### src/common/axi4l_defines.svh
// *************************************************************************
// Build-time sizes of the AXI4-Lite register subsystem
// Include wherever address, data or pipeline sizing is needed
// *************************************************************************
`ifndef AXI4L_DEFINES_SVH
`define AXI4L_DEFINES_SVH

// Byte address width of the peripheral
`define AXI4L_ADDR_WID 8

// Bytes per data word
`define AXI4L_DATA_BYTE_WID 4

// Register slices per channel, both directions
`define AXI4L_PIPE_STAGES 2

// Read/write registers, counter sits right after them
`define AXI4L_NUM_REGS 8

`endif

### src/common/axi4l_pkg.sv
// *************************************************************************
// Shared types for the AXI4-Lite register subsystem
// Response codes, bus field types and per-channel payload structs
// *************************************************************************
`include "axi4l_defines.svh"

package axi4l_pkg;

    localparam int ADDR_WID = `AXI4L_ADDR_WID;
    localparam int STRB_WID = `AXI4L_DATA_BYTE_WID;
    localparam int DATA_WID = `AXI4L_DATA_BYTE_WID * 8;
    localparam int REG_IDX_WID = $clog2(`AXI4L_NUM_REGS);

    typedef enum logic [1:0] {
        OKAY   = 2'b00,
        EXOKAY = 2'b01,
        SLVERR = 2'b10,
        DECERR = 2'b11
    } resp_t;

    typedef logic [ADDR_WID-1:0]    addr_t;
    typedef logic [DATA_WID-1:0]    data_t;
    typedef logic [STRB_WID-1:0]    strb_t;
    typedef logic [2:0]             prot_t;
    typedef logic [REG_IDX_WID-1:0] reg_idx_t;

    // Shared by aw and ar
    typedef struct packed {
        prot_t prot;
        addr_t addr;
    } ax_payload_t;

    typedef struct packed {
        data_t data;
        strb_t strb;
    } w_payload_t;

    typedef struct packed {
        resp_t resp;
    } b_payload_t;

    typedef struct packed {
        data_t data;
        resp_t resp;
    } r_payload_t;

endpackage

### src/common/axi4l_intf.sv
// *************************************************************************
// AXI4-Lite bus bundle with controller and peripheral views
// *************************************************************************
interface axi4l_intf
    import axi4l_pkg::*;
(
    input logic aclk
);

    logic  awvalid;
    logic  awready;
    addr_t awaddr;
    prot_t awprot;

    logic  wvalid;
    logic  wready;
    data_t wdata;
    strb_t wstrb;

    logic  bvalid;
    logic  bready;
    resp_t bresp;

    logic  arvalid;
    logic  arready;
    addr_t araddr;
    prot_t arprot;

    logic  rvalid;
    logic  rready;
    data_t rdata;
    resp_t rresp;

    modport controller (
        input  aclk,
        output awvalid, awaddr, awprot, input awready,
        output wvalid, wdata, wstrb, input wready,
        input  bvalid, bresp, output bready,
        output arvalid, araddr, arprot, input arready,
        input  rvalid, rdata, rresp, output rready
    );

    modport peripheral (
        input  aclk,
        input  awvalid, awaddr, awprot, output awready,
        input  wvalid, wdata, wstrb, output wready,
        output bvalid, bresp, input bready,
        input  arvalid, araddr, arprot, output arready,
        output rvalid, rdata, rresp, input rready
    );

endinterface

### src/axi4l_pipe/axi4l_pipe.sv
// *************************************************************************
// Pipelines all five AXI4-Lite channels in the valid and the ready direction
// *************************************************************************
`include "axi4l_defines.svh"

module axi4l_pipe
    import axi4l_pkg::*;
#(
    parameter int STAGES = `AXI4L_PIPE_STAGES
) (
    input logic           rst,
    axi4l_intf.peripheral from_controller,
    axi4l_intf.controller to_peripheral
);

    logic        aclk;
    ax_payload_t aw_in;
    ax_payload_t aw_out;
    w_payload_t  w_in;
    w_payload_t  w_out;
    b_payload_t  b_in;
    b_payload_t  b_out;
    ax_payload_t ar_in;
    ax_payload_t ar_out;
    r_payload_t  r_in;
    r_payload_t  r_out;

    assign aclk = from_controller.aclk;

    // Pack on the sending side of each channel
    assign aw_in = '{prot: from_controller.awprot, addr: from_controller.awaddr};
    assign w_in  = '{data: from_controller.wdata, strb: from_controller.wstrb};
    assign ar_in = '{prot: from_controller.arprot, addr: from_controller.araddr};
    assign b_in  = '{resp: to_peripheral.bresp};
    assign r_in  = '{data: to_peripheral.rdata, resp: to_peripheral.rresp};

    // Forward channels
    bus_pipe #(.STAGES(STAGES), .DATA_T(ax_payload_t)) i_bus_pipe_aw (
        .aclk, .rst,
        .in_valid(from_controller.awvalid), .in_ready(from_controller.awready),
        .in_data(aw_in), .out_valid(to_peripheral.awvalid),
        .out_ready(to_peripheral.awready), .out_data(aw_out)
    );

    bus_pipe #(.STAGES(STAGES), .DATA_T(w_payload_t)) i_bus_pipe_w (
        .aclk, .rst,
        .in_valid(from_controller.wvalid), .in_ready(from_controller.wready),
        .in_data(w_in), .out_valid(to_peripheral.wvalid),
        .out_ready(to_peripheral.wready), .out_data(w_out)
    );

    bus_pipe #(.STAGES(STAGES), .DATA_T(ax_payload_t)) i_bus_pipe_ar (
        .aclk, .rst,
        .in_valid(from_controller.arvalid), .in_ready(from_controller.arready),
        .in_data(ar_in), .out_valid(to_peripheral.arvalid),
        .out_ready(to_peripheral.arready), .out_data(ar_out)
    );

    // Reverse channels run from the peripheral back to the controller
    bus_pipe #(.STAGES(STAGES), .DATA_T(b_payload_t)) i_bus_pipe_b (
        .aclk, .rst,
        .in_valid(to_peripheral.bvalid), .in_ready(to_peripheral.bready),
        .in_data(b_in), .out_valid(from_controller.bvalid),
        .out_ready(from_controller.bready), .out_data(b_out)
    );

    bus_pipe #(.STAGES(STAGES), .DATA_T(r_payload_t)) i_bus_pipe_r (
        .aclk, .rst,
        .in_valid(to_peripheral.rvalid), .in_ready(to_peripheral.rready),
        .in_data(r_in), .out_valid(from_controller.rvalid),
        .out_ready(from_controller.rready), .out_data(r_out)
    );

    // Unpack on the receiving side
    assign to_peripheral.awprot  = aw_out.prot;
    assign to_peripheral.awaddr  = aw_out.addr;
    assign to_peripheral.wdata   = w_out.data;
    assign to_peripheral.wstrb   = w_out.strb;
    assign to_peripheral.arprot  = ar_out.prot;
    assign to_peripheral.araddr  = ar_out.addr;
    assign from_controller.bresp = b_out.resp;
    assign from_controller.rdata = r_out.data;
    assign from_controller.rresp = r_out.resp;

endmodule

### src/axi4l_pipe/bus_pipe.sv
// *************************************************************************
// Chain of full-throughput register slices for one valid/ready channel
// Both valid/data and ready are registered in every slice
// *************************************************************************
module bus_pipe
    import axi4l_pkg::*;
#(
    parameter int  STAGES = 1,
    parameter type DATA_T = ax_payload_t
) (
    input  logic  aclk,
    input  logic  rst,
    input  logic  in_valid,
    output logic  in_ready,
    input  DATA_T in_data,
    output logic  out_valid,
    input  logic  out_ready,
    output DATA_T out_data
);

    if (STAGES == 0)
    begin : g_bypass
        assign out_valid = in_valid;
        assign in_ready  = out_ready;
        assign out_data  = in_data;
    end
    else
    begin : g_slices
        // Index i is the input side of slice i
        logic [STAGES:0] valid;
        logic [STAGES:0] ready;
        DATA_T           data [STAGES+1];

        assign valid[0]  = in_valid;
        assign in_ready  = ready[0];
        assign data[0]   = in_data;
        assign out_valid = valid[STAGES];
        assign ready[STAGES] = out_ready;
        assign out_data  = data[STAGES];

        for (genvar i = 0; i < STAGES; i++)
        begin : g_slice
            logic  main_valid;
            logic  skid_valid;
            logic  ready_q;
            DATA_T main_data;
            DATA_T skid_data;
            logic  take;
            logic  drain;

            assign take  = valid[i] && ready_q;
            // Output register can load this cycle
            assign drain = !main_valid || ready[i+1];

            always_ff @(posedge aclk)
            begin
                if (rst)
                begin
                    main_valid <= 1'b0;
                    skid_valid <= 1'b0;
                    ready_q    <= 1'b0;
                end
                else if (drain)
                begin
                    main_valid <= skid_valid || take;
                    skid_valid <= 1'b0;
                    ready_q    <= 1'b1;
                end
                else
                begin
                    skid_valid <= skid_valid || take;
                    ready_q    <= !(skid_valid || take);
                end
            end

            always_ff @(posedge aclk)
            begin
                if (drain)
                    main_data <= skid_valid ? skid_data : data[i];
                else if (take)
                    skid_data <= data[i];
            end

            assign valid[i+1] = main_valid;
            assign ready[i]   = ready_q;
            assign data[i+1]  = main_data;
        end
    end

endmodule

### src/design/axi4l_reg_fsm.sv
// *************************************************************************
// AXI4-Lite peripheral FSM that handles one transaction at a time
// Decodes register, counter and unmapped space and returns the response
// *************************************************************************
`include "axi4l_defines.svh"

module axi4l_reg_fsm
    import axi4l_pkg::*;
(
    input  logic          aclk,
    input  logic          rst,
    axi4l_intf.peripheral axi,
    output logic          reg_we,
    output reg_idx_t      reg_addr,
    output data_t         reg_wdata,
    output strb_t         reg_wstrb,
    input  data_t         reg_rdata,
    input  data_t         count
);

    typedef enum logic [1:0] {IDLE, WRITE_RESP, READ_DATA, READ_RESP} state_t;
    typedef enum logic [1:0] {SEL_REG, SEL_CNT, SEL_NONE} sel_t;

    state_t state;
    sel_t   wr_sel;
    sel_t   rd_sel;
    logic   wr_go;
    logic   rd_go;
    addr_t  rd_addr_q;
    resp_t  bresp_q;
    resp_t  rresp_q;
    data_t  rdata_q;

    // Low two address bits are byte offsets and are ignored
    function automatic sel_t decode(addr_t addr);
        logic [ADDR_WID-3:0] word;
        word = addr[ADDR_WID-1:2];
        if (word < `AXI4L_NUM_REGS)
            return SEL_REG;
        else if (word == `AXI4L_NUM_REGS)
            return SEL_CNT;
        else
            return SEL_NONE;
    endfunction

    // Write wins when both are waiting
    assign wr_go  = (state == IDLE) && axi.awvalid && axi.wvalid;
    assign rd_go  = (state == IDLE) && axi.arvalid && !(axi.awvalid && axi.wvalid);
    assign wr_sel = decode(axi.awaddr);
    assign rd_sel = decode(rd_addr_q);

    always_ff @(posedge aclk)
    begin
        if (rst)
            state <= IDLE;
        else
        begin
            case (state)
                IDLE:
                begin
                    if (wr_go)
                        state <= WRITE_RESP;
                    else if (rd_go)
                        state <= READ_DATA;
                end
                WRITE_RESP:
                    if (axi.bready)
                        state <= IDLE;
                READ_DATA:
                    state <= READ_RESP;
                default:
                    if (axi.rready)
                        state <= IDLE;
            endcase
        end
    end

    always_ff @(posedge aclk)
    begin
        if (wr_go)
        begin
            case (wr_sel)
                SEL_REG: bresp_q <= OKAY;
                SEL_CNT: bresp_q <= SLVERR;
                default: bresp_q <= DECERR;
            endcase
        end
        if (rd_go)
            rd_addr_q <= axi.araddr;
        // Read data is registered one cycle after the ar transfer
        if (state == READ_DATA)
        begin
            rresp_q <= (rd_sel == SEL_NONE) ? DECERR : OKAY;
            case (rd_sel)
                SEL_REG: rdata_q <= reg_rdata;
                SEL_CNT: rdata_q <= count;
                default: rdata_q <= '0;
            endcase
        end
    end

    // Register port shared by the write in IDLE and the read in READ_DATA
    assign reg_we    = wr_go && (wr_sel == SEL_REG);
    assign reg_addr  = (state == IDLE) ? axi.awaddr[2 +: REG_IDX_WID]
                                       : rd_addr_q[2 +: REG_IDX_WID];
    assign reg_wdata = axi.wdata;
    assign reg_wstrb = axi.wstrb;

    assign axi.awready = wr_go;
    assign axi.wready  = wr_go;
    assign axi.arready = rd_go;
    assign axi.bvalid  = (state == WRITE_RESP);
    assign axi.bresp   = bresp_q;
    assign axi.rvalid  = (state == READ_RESP);
    assign axi.rdata   = rdata_q;
    assign axi.rresp   = rresp_q;

endmodule

### src/design/axi4l_reg_subsys.sv
// *************************************************************************
// Top level of the AXI4-Lite register subsystem
// Plain AXI4-Lite ports in, channel pipeline, then the register peripheral
// *************************************************************************
`include "axi4l_defines.svh"

module axi4l_reg_subsys
    import axi4l_pkg::*;
(
    input  logic  aclk,
    input  logic  rst,
    input  logic  awvalid,
    output logic  awready,
    input  addr_t awaddr,
    input  prot_t awprot,
    input  logic  wvalid,
    output logic  wready,
    input  data_t wdata,
    input  strb_t wstrb,
    output logic  bvalid,
    input  logic  bready,
    output resp_t bresp,
    input  logic  arvalid,
    output logic  arready,
    input  addr_t araddr,
    input  prot_t arprot,
    output logic  rvalid,
    input  logic  rready,
    output data_t rdata,
    output resp_t rresp
);

    logic     reg_we;
    reg_idx_t reg_addr;
    data_t    reg_wdata;
    strb_t    reg_wstrb;
    data_t    reg_rdata;
    data_t    count;

    axi4l_intf ctrl_if (.aclk);
    axi4l_intf periph_if (.aclk);

    // External controller side
    assign ctrl_if.awvalid = awvalid;
    assign awready         = ctrl_if.awready;
    assign ctrl_if.awaddr  = awaddr;
    assign ctrl_if.awprot  = awprot;
    assign ctrl_if.wvalid  = wvalid;
    assign wready          = ctrl_if.wready;
    assign ctrl_if.wdata   = wdata;
    assign ctrl_if.wstrb   = wstrb;
    assign bvalid          = ctrl_if.bvalid;
    assign ctrl_if.bready  = bready;
    assign bresp           = ctrl_if.bresp;
    assign ctrl_if.arvalid = arvalid;
    assign arready         = ctrl_if.arready;
    assign ctrl_if.araddr  = araddr;
    assign ctrl_if.arprot  = arprot;
    assign rvalid          = ctrl_if.rvalid;
    assign ctrl_if.rready  = rready;
    assign rdata           = ctrl_if.rdata;
    assign rresp           = ctrl_if.rresp;

    axi4l_pipe #(.STAGES(`AXI4L_PIPE_STAGES)) i_axi4l_pipe (
        .rst,
        .from_controller(ctrl_if),
        .to_peripheral(periph_if)
    );

    axi4l_reg_fsm i_axi4l_reg_fsm (
        .aclk, .rst,
        .axi(periph_if),
        .reg_we, .reg_addr, .reg_wdata, .reg_wstrb, .reg_rdata,
        .count
    );

    reg_file #(.NUM_REGS(`AXI4L_NUM_REGS)) i_reg_file (
        .aclk, .rst,
        .we(reg_we), .addr(reg_addr), .wdata(reg_wdata), .wstrb(reg_wstrb),
        .rdata(reg_rdata)
    );

    cycle_counter i_cycle_counter (
        .aclk, .rst,
        .count
    );

endmodule

### src/design/cycle_counter.sv
// *************************************************************************
// Free-running cycle counter, wraps at full scale
// *************************************************************************
module cycle_counter
    import axi4l_pkg::*;
(
    input  logic  aclk,
    input  logic  rst,
    output data_t count
);

    always_ff @(posedge aclk)
    begin
        if (rst)
            count <= '0;
        else
            count <= count + 1'b1;
    end

endmodule

### src/design/reg_file.sv
// *************************************************************************
// Read/write register bank with byte-lane strobes
// Read port is combinational
// *************************************************************************
`include "axi4l_defines.svh"

module reg_file
    import axi4l_pkg::*;
#(
    parameter int NUM_REGS = `AXI4L_NUM_REGS
) (
    input  logic                        aclk,
    input  logic                        rst,
    input  logic                        we,
    input  logic [$clog2(NUM_REGS)-1:0] addr,
    input  data_t                       wdata,
    input  strb_t                       wstrb,
    output data_t                       rdata
);

    data_t regs [NUM_REGS];

    always_ff @(posedge aclk)
    begin
        if (rst)
            regs <= '{default: '0};
        else if (we)
        begin
            // Only strobed lanes change
            for (int b = 0; b < STRB_WID; b++)
                if (wstrb[b])
                    regs[addr][8*b +: 8] <= wdata[8*b +: 8];
        end
    end

    assign rdata = regs[addr];

endmodule

### config.mk
export PLATFORM = sky130hd
export DESIGN_NAME = axi4l_reg_subsys
export DESIGN_NICKNAME = d
export VERILOG_FILES = /design/src/common/axi4l_pkg.sv /design/src/common/axi4l_intf.sv /design/src/axi4l_pipe/axi4l_pipe.sv /design/src/axi4l_pipe/bus_pipe.sv /design/src/design/axi4l_reg_fsm.sv /design/src/design/axi4l_reg_subsys.sv /design/src/design/cycle_counter.sv /design/src/design/reg_file.sv
export VERILOG_INCLUDE_DIRS = /design/src /design/src/common
export SDC_FILE = /design/constraint.sdc
export NUM_CORES = 1
export LEC_CHECK = 0
export BUFFER_PORTS_ARGS = -buffer_cell sky130_fd_sc_hd__buf_2
export CAP_MARGIN = 20
export CORE_MARGIN = 2
export CORE_UTILIZATION = 35
export DETAILED_ROUTE_END_ITERATION = 7
export MAX_ROUTING_LAYER = met4
export PLACE_DENSITY = 0.49
export SLEW_MARGIN = 25
export SYNTH_ARGS = -nofsm -noshare
export SYNTH_HDL_FRONTEND = slang
export SYNTH_HIERARCHICAL = 1
export SYNTH_SLANG_ARGS = --single-unit
export TNS_END_PERCENT = 1
### constraint.sdc
create_clock -name aclk -period 4.65 [get_ports aclk]
set_clock_uncertainty 0.15 [all_clocks]
set_input_delay 0 -clock aclk [delete_from_list [all_inputs] [get_ports aclk]]
set_output_delay 0 -clock aclk [all_outputs]
set_load 0.1 [all_outputs]
Word level (Yosys, flattened, before mapping) --
Cells that the tools add are included.
Cells by class: $add $sub $neg 1, multipliers 0, divide/modulo/power cells 0, $lt $le $gt $ge 4, equality and inequality tests 10, shift operators 0, multiplexer cells 58, bitwise operators 11, reduce and logical (&&, ||, !) cells 83
Operators with widths (number):
- 256-bit 2-to-1 mux | 10
- 256-bit bitwise mux | 4
- 32-bit demux with 3-bit select | 4
- 32-bit binary-select mux with 3-bit select | 1
- 32-bit 2-to-1 mux | 3
- 36-bit 2-to-1 mux | 2
- 34-bit 2-to-1 mux | 2
- 32-bit case mux with 2 select lines | 1
- 32-bit by 1-bit adder with 32-bit output (second input constant) | 1
- 24-bit 2-to-1 mux | 1
- 8-bit 2-to-1 mux | 3
- 11-bit 2-to-1 mux | 2
- 2-bit 2-to-1 mux | 11
- 1-bit logical NOT | 21
- 1-bit logical OR | 20
- 2-bit AND reduction | 10
- 2-bit OR reduction | 10
- 1-bit logical AND | 17
- 16-bit 2-to-1 mux | 1
- 6-bit by 4-bit equality test with 1-bit output (second input constant) | 2
- 6-bit by 4-bit less-than comparator with 1-bit output (second input constant) | 2
- 1-bit 2-to-1 mux | 10
- 1-bit NOT | 10
- 2-bit by 1-bit equality test with 1-bit output (second input constant) | 3
- other kinds (12) | 16
Storage, ports and cells: flip-flop bits (word level) 722, bits in latches 0, bits in writable memories 0, ROM bits 0, bits of input ports 65, output and inout bits 41, word-level logic and storage cells 241, memories kept 0

Depth between registers and ports, before layout --
depth after elaboration 21, mapped depth 9, mapped depth without buffers 6

Modules after synthesis --
The synthesis kept the hierarchy.
By module, submodules not included:
- reg_file | instances 1, cells an instance 1045, area an instance 12015.3 sq um, seq. area each 5124.9 sq um
- bus_pipe at i_axi4l_pipe.i_bus_pipe_w | instances 1, cells an instance 280, area an instance 5970.7 sq um, seq. area each 4444.3 sq um
- bus_pipe at i_axi4l_pipe.i_bus_pipe_r | instances 1, cells an instance 266, area an instance 5670.4 sq um, seq. area each 4204.0 sq um
- bus_pipe at i_axi4l_pipe.i_bus_pipe_ar ... | instances 2, cells an instance 99, area an instance 1946.9 sq um, seq. area each 1441.4 sq um
- axi4l_reg_fsm | instances 1, cells an instance 185, area an instance 2439.8 sq um, seq. area each 1271.2 sq um
- cycle_counter | instances 1, cells an instance 168, area an instance 1475.2 sq um, seq. area each 640.6 sq um
- bus_pipe at i_axi4l_pipe.i_bus_pipe_b | instances 1, cells an instance 32, area an instance 510.5 sq um, seq. area each 360.3 sq um

Worst setup path before layout --
Ideal clock, no wire load.
path type reg2reg, start point register i_axi4l_pipe.i_bus_pipe_r.g_slices.g_slice[1].main_valid, in the netlist i_axi4l_pipe/i_bus_pipe_r/out_valid, end point register i_axi4l_pipe/i_bus_pipe_r/g_slices.g_slice[1].skid_data[0] (netlist bit) (enable), setup time 426 ps, arrival 3609 ps, data required time 4074 ps, path slack 466 ps, cell stages (with the launch flop) 3, path buffers 0, clock period less this slack 4184 ps, path through dfxtp_1 nand2b_1 nor2_1
On the way: cells in the longest elaborated chain, start to end 4
RTL lines:
- start: declaration | line bus_pipe.sv:43 | logic main_valid;
- start signal: assignment | line bus_pipe.sv:65 | main_valid <= skid_valid || take;
- 1-bit logical NOT | line bus_pipe.sv:53 | assign drain = !main_valid || ready[i+1];
- 1-bit logical OR | line bus_pipe.sv:53
- via i_axi4l_pipe.i_bus_pipe_r.g_slices.g_slice[1].drain | line bus_pipe.sv:49 | logic drain;
- 1-bit NOT (no source line)
- 2-bit AND reduction (no source line)
- end signal: assignment | line bus_pipe.sv:81 | skid_data <= data[i];
- end: declaration | line bus_pipe.sv:47 | DATA_T skid_data;
The timed path passes the listed nets, and every way through them passes these cells. A chain may end at the register's enable or synchronous reset.

Worst setup path after layout --
start point register i_axi4l_reg_fsm.state[0], end point register i_reg_file/regs[219] (netlist bit)
On the way: cells in the longest elaborated chain, start to end 18, elaborated cells between the ends (all ways) 28, those cells by class 2 x order compare; 20 x mux; 1 x bitwise; 5 x reduce/logical
RTL lines:
- start: declaration | line axi4l_reg_fsm.sv:24 | state_t state;
- start signal: assignment | line axi4l_reg_fsm.sv:55 | state <= IDLE;
- start signal: assignment | line axi4l_reg_fsm.sv:62 | state <= WRITE_RESP;
- start signal: assignment | line axi4l_reg_fsm.sv:64 | state <= READ_DATA;
- 2-bit logical NOT (*) | line axi4l_reg_fsm.sv:104 | assign reg_addr = (state == IDLE) ? axi.awaddr[2 +: REG_IDX_WID]
- 3-bit 2-to-1 mux (*) | line axi4l_reg_fsm.sv:104
- via reg_addr[1] | line axi4l_reg_subsys.sv:34 | reg_idx_t reg_addr;
- 3-bit NOT with 4-bit output (implied by the code) (*) | line reg_file.sv:32 | regs[addr][8*b +: 8] <= wdata[8*b +: 8];
- 32-bit demux with 3-bit select | line reg_file.sv:32
- 256-bit bitwise mux | line reg_file.sv:32
- 256-bit 2-to-1 mux | line reg_file.sv:31 | if (wstrb[b])
- 256-bit 2-to-1 mux | line reg_file.sv:27 | else if (we)
- (+3 left out)
- 256-bit 2-to-1 mux | line reg_file.sv:27
- 256-bit 2-to-1 mux | line reg_file.sv:25 | if (rst)
- 256-bit bitwise mux | line reg_file.sv:32
- 256-bit 2-to-1 mux | line reg_file.sv:31
- 256-bit 2-to-1 mux | line reg_file.sv:27
- 256-bit 2-to-1 mux | line reg_file.sv:25
- 256-bit bitwise mux | line reg_file.sv:32
- 256-bit 2-to-1 mux (*) | line reg_file.sv:31
- end signal: indexed assignment | line reg_file.sv:32
- end: declaration | line reg_file.sv:21 | data_t regs [NUM_REGS];
Mark *: on every way through the listed nets, which the timed path passes. The rest lies on a longest branch. The select of a mux whose other input is x is not followed.

==> flow_metrics.py <==
metrics = {
    "run_status": {
        "outcome": "finished clean",
    },
    "placement": {
        "gp_congestion": 0.7164,
        "detailedPlace.worstSlack_ns": 1.165,
        "place_inst": 3113,
        "dp_hpwl_um": 35730,
        "io_buffer_count": 95,
    },
    "setup_path": {
        "slowest_delay_ns": 0.74,
        "crit_chain": "nor2_4 > mux2_8 > nor2_1 > and2_1 > mux2i_1",
        "crit_path_end_kind": "flop",
        "cp_data_required_time_ns": 5.04,
        "cp-start-kind": "flop",
        "cp_top_family": "simple AND/OR/NAND/NOR gates",
        "critPathBufInv": 0,
        "path_class": "reg -> reg",
        "cp_max_fo": 67,
        "critPathArrivalTime_ns": 3.72,
        "slowest_stage": "nor2_1",
    },
    "layout": {
        "area_growth_syn_to_layout_pct": 12.73,
        "fill_cells": 8040,
        "antenna_cells": 0,
        "drive_gt1_frac": 0.2680,
        "nets": 2207,
        "fin_cells": 3360,
        "final_util": 0.3964,
    },
    "clocking": {
        "ctsRootBufferMaster": "clkbuf_16",
        "clock_latency_ns": 0.62,
        "cts_hold_buffers": 102,
        "cts_setup_buffers": 0,
        "numCtsBuffers": 77,
        "cts.path.max_buffers": 3,
        "cts_max_level": 3,
        "cts_resized": 0,
        "cts_tree": "done",
        "clkSinkCount": 697,
        "clk_pin_slew_ns": 0.06,
    },
    "detailed_routing": {
        "dr.pass1.iters": 5,
        "vias": 15650,
        "vias_per_cell": 4.656,
        "drt_iter0_markers": 706,
        "wire_per_inst_um": 16.91,
        "drc": 0,
        "final_antenna_net_count": 0,
        "routed_wl_um": 56830,
    },
    "sta": {
        "hold_slack_ns": 0.08155,
        "worst_pin_slew_ns": 1.043,
        "min_period_ns": 3.326,
        "rsz0062_at_grt": "false",
        "min_period_over_period": 0.7153,
        "relSlewSlack": 0.3046,
        "fin_ws_ns": 1.324,
        "hold_viol": 0,
        "final_max_slew_viol_count": 0,
        "max_freq_mhz": 300.6,
        "setup_violations": 0,
        "setup_tns_ns": 0,
    },
    "power_and_ir_drop": {
        "p_per_area_mw_per_mm2": 391.3,
        "power_leakage_uw": 0.01347,
        "ir_drop_mv": 0.2360,
    },
    "floorplanning": {
        "coreArea_mm2": 0.08648,
        "io_pins": 106,
        "fp.dieW_um": 298.8,
        "start_util": 0.3517,
        "placementRows": 108,
        "die_area_mm2": 0.08927,
        "die_h_um": 298.8,
    },
    "global_route": {
        "grt_start_max_net_pins": 136,
        "gr-total-overflow": 0,
        "antenna_found_initial": 1,
        "grt_pass1_wl_um": 91380,
        "grtUsageTotal": 0.1324,
        "grt_pass1_vias": 16310,
    },
    "logic_synthesis": {
        "ys_warn_count": 6,
        "netlist_instances": 2104,
        "synth_nets": 2170,
        "avgSynthCellArea_um2": 14.46,
        "syn_area_mm2": 0.03041,
    },
    "hold_path": {
        "holdCritPathClass": "in -> reg",
    },
    "run": {
        "max-cap-violations": 0,
    },
}
-- cell type report --
| type | instances | area (um2) | area share |
|---|---|---|---|
| clock buffer | 120 | 2265 | 0.06605 |
| clock inverter | 23 | 225.2 | 0.006569 |
| inverter | 8 | 30.03 | 0.0008758 |
| multi-input combinational | 1138 | 10880 | 0.3174 |
| sequential | 697 | 17740 | 0.5173 |
| tap | 1155 | 1445 | 0.04215 |
| timing repair buffer | 219 | 1700 | 0.04959 |
-- metal layers --
metal,share of wire,global-route usage,vias up
met5,0,-,-
met4,0.023,0.03738,0
met3,0.035,0.02370,102
li1,-,-,7582
met1,0.49,0.1807,7716
met2,0.45,0.2024,245
-- flip-flops by register name, indices dropped and copies added, names as in the netlist, 12 cells and up --
name	flops
i_axi4l_pipe/i_bus_pipe_r/out_data	34
i_reg_file/regs	256
i_axi4l_pipe/i_bus_pipe_r/g_slices.data	34
i_axi4l_pipe/i_bus_pipe_ar/g_slices.g_slice.skid_data	12
i_axi4l_reg_fsm/axi.rdata	32
i_axi4l_pipe/i_bus_pipe_aw/g_slices.g_slice.skid_data	12
i_cycle_counter/count	32
i_axi4l_pipe/i_bus_pipe_w/out_data	36
i_axi4l_pipe/i_bus_pipe_w/g_slices.g_slice.skid_data	72
i_axi4l_pipe/i_bus_pipe_r/g_slices.g_slice.skid_data	68
i_axi4l_pipe/i_bus_pipe_w/g_slices.data	36
-- layout by cell type, fill, tap and decap left out, types with 5 or more instances in the layout --
| cell | n |
|---|---|
| or4_1 | 12 |
| mux2_2 | 62 |
| nand2b_1 | 294 |
| nand2_2 | 25 |
| nor2_2 | 5 |
| clkinv_2 | 6 |
| buf_4 | 19 |
| and2_1 | 36 |
| or3_1 | 7 |
| nand3_1 | 8 |
| mux2i_1 | 256 |
| nor2b_1 | 8 |
| clkinv_1 | 6 |
| clkbuf_1 | 27 |
| mux4_2 | 62 |
| edfxtp_1 | 377 |
| nor3_1 | 12 |
| nor2_1 | 22 |
| inv_1 | 8 |
| nand4_1 | 5 |
| a21oi_1 | 35 |
| xnor2_1 | 5 |
| nand2_1 | 27 |
| o21ba_2 | 8 |
| mux2_4 | 145 |
| buf_2 | 94 |
| dlygate4sd3_1 | 102 |
| a32o_2 | 29 |
| o21ai_0 | 7 |
| dfxtp_1 | 316 |
| clkbuf_8 | 13 |
| o31ai_1 | 12 |
| clkbuf_16 | 79 |
-- worst register-to-register path: cells and delay by family (launching register included) --
kind / cells / cell delay, ns
mux: 2 / 0.91
simple gates: 3 / 1.76
flops: 1 / 0.43
-- stage by stage --
stage / total power (uW) / cell area (um2)
2_1_floorplan: 7462 / 30410
3_3_place_gp: 7538 / 30730
3_5_place_dp: 7549 / 30730
4_1_cts: 13660 / 34240
5_1_grt: 13960 / 34290
6_report: 13410 / 34290
-- where the power goes --
part / internal (uW) / switching [uW] / leakage, uW
clock: 3490 / 2460 / 0.00122
combinational: 337 / 436 / 0.00604
sequential: 6620 / 80.1 / 0.00621
-- final timing paths --
path	startpoint	endpoint	slack (ns)	cells after the start
setup reg to reg	i_axi4l_reg_fsm/state[0]	i_reg_file/regs[219]	1.32	5
setup / recovery	i_axi4l_reg_fsm/state[0]	i_reg_file/regs[219]	1.32	5
hold reg to reg	i_axi4l_pipe/i_bus_pipe_ar/out_data[7]	i_axi4l_reg_fsm/rd_addr_q[7]	0.27	0
hold / removal	wdata[23]	i_axi4l_pipe/i_bus_pipe_w/g_slices.data[63]	0.08	3
No activity file was read; power rests on OpenSTA's default activity.
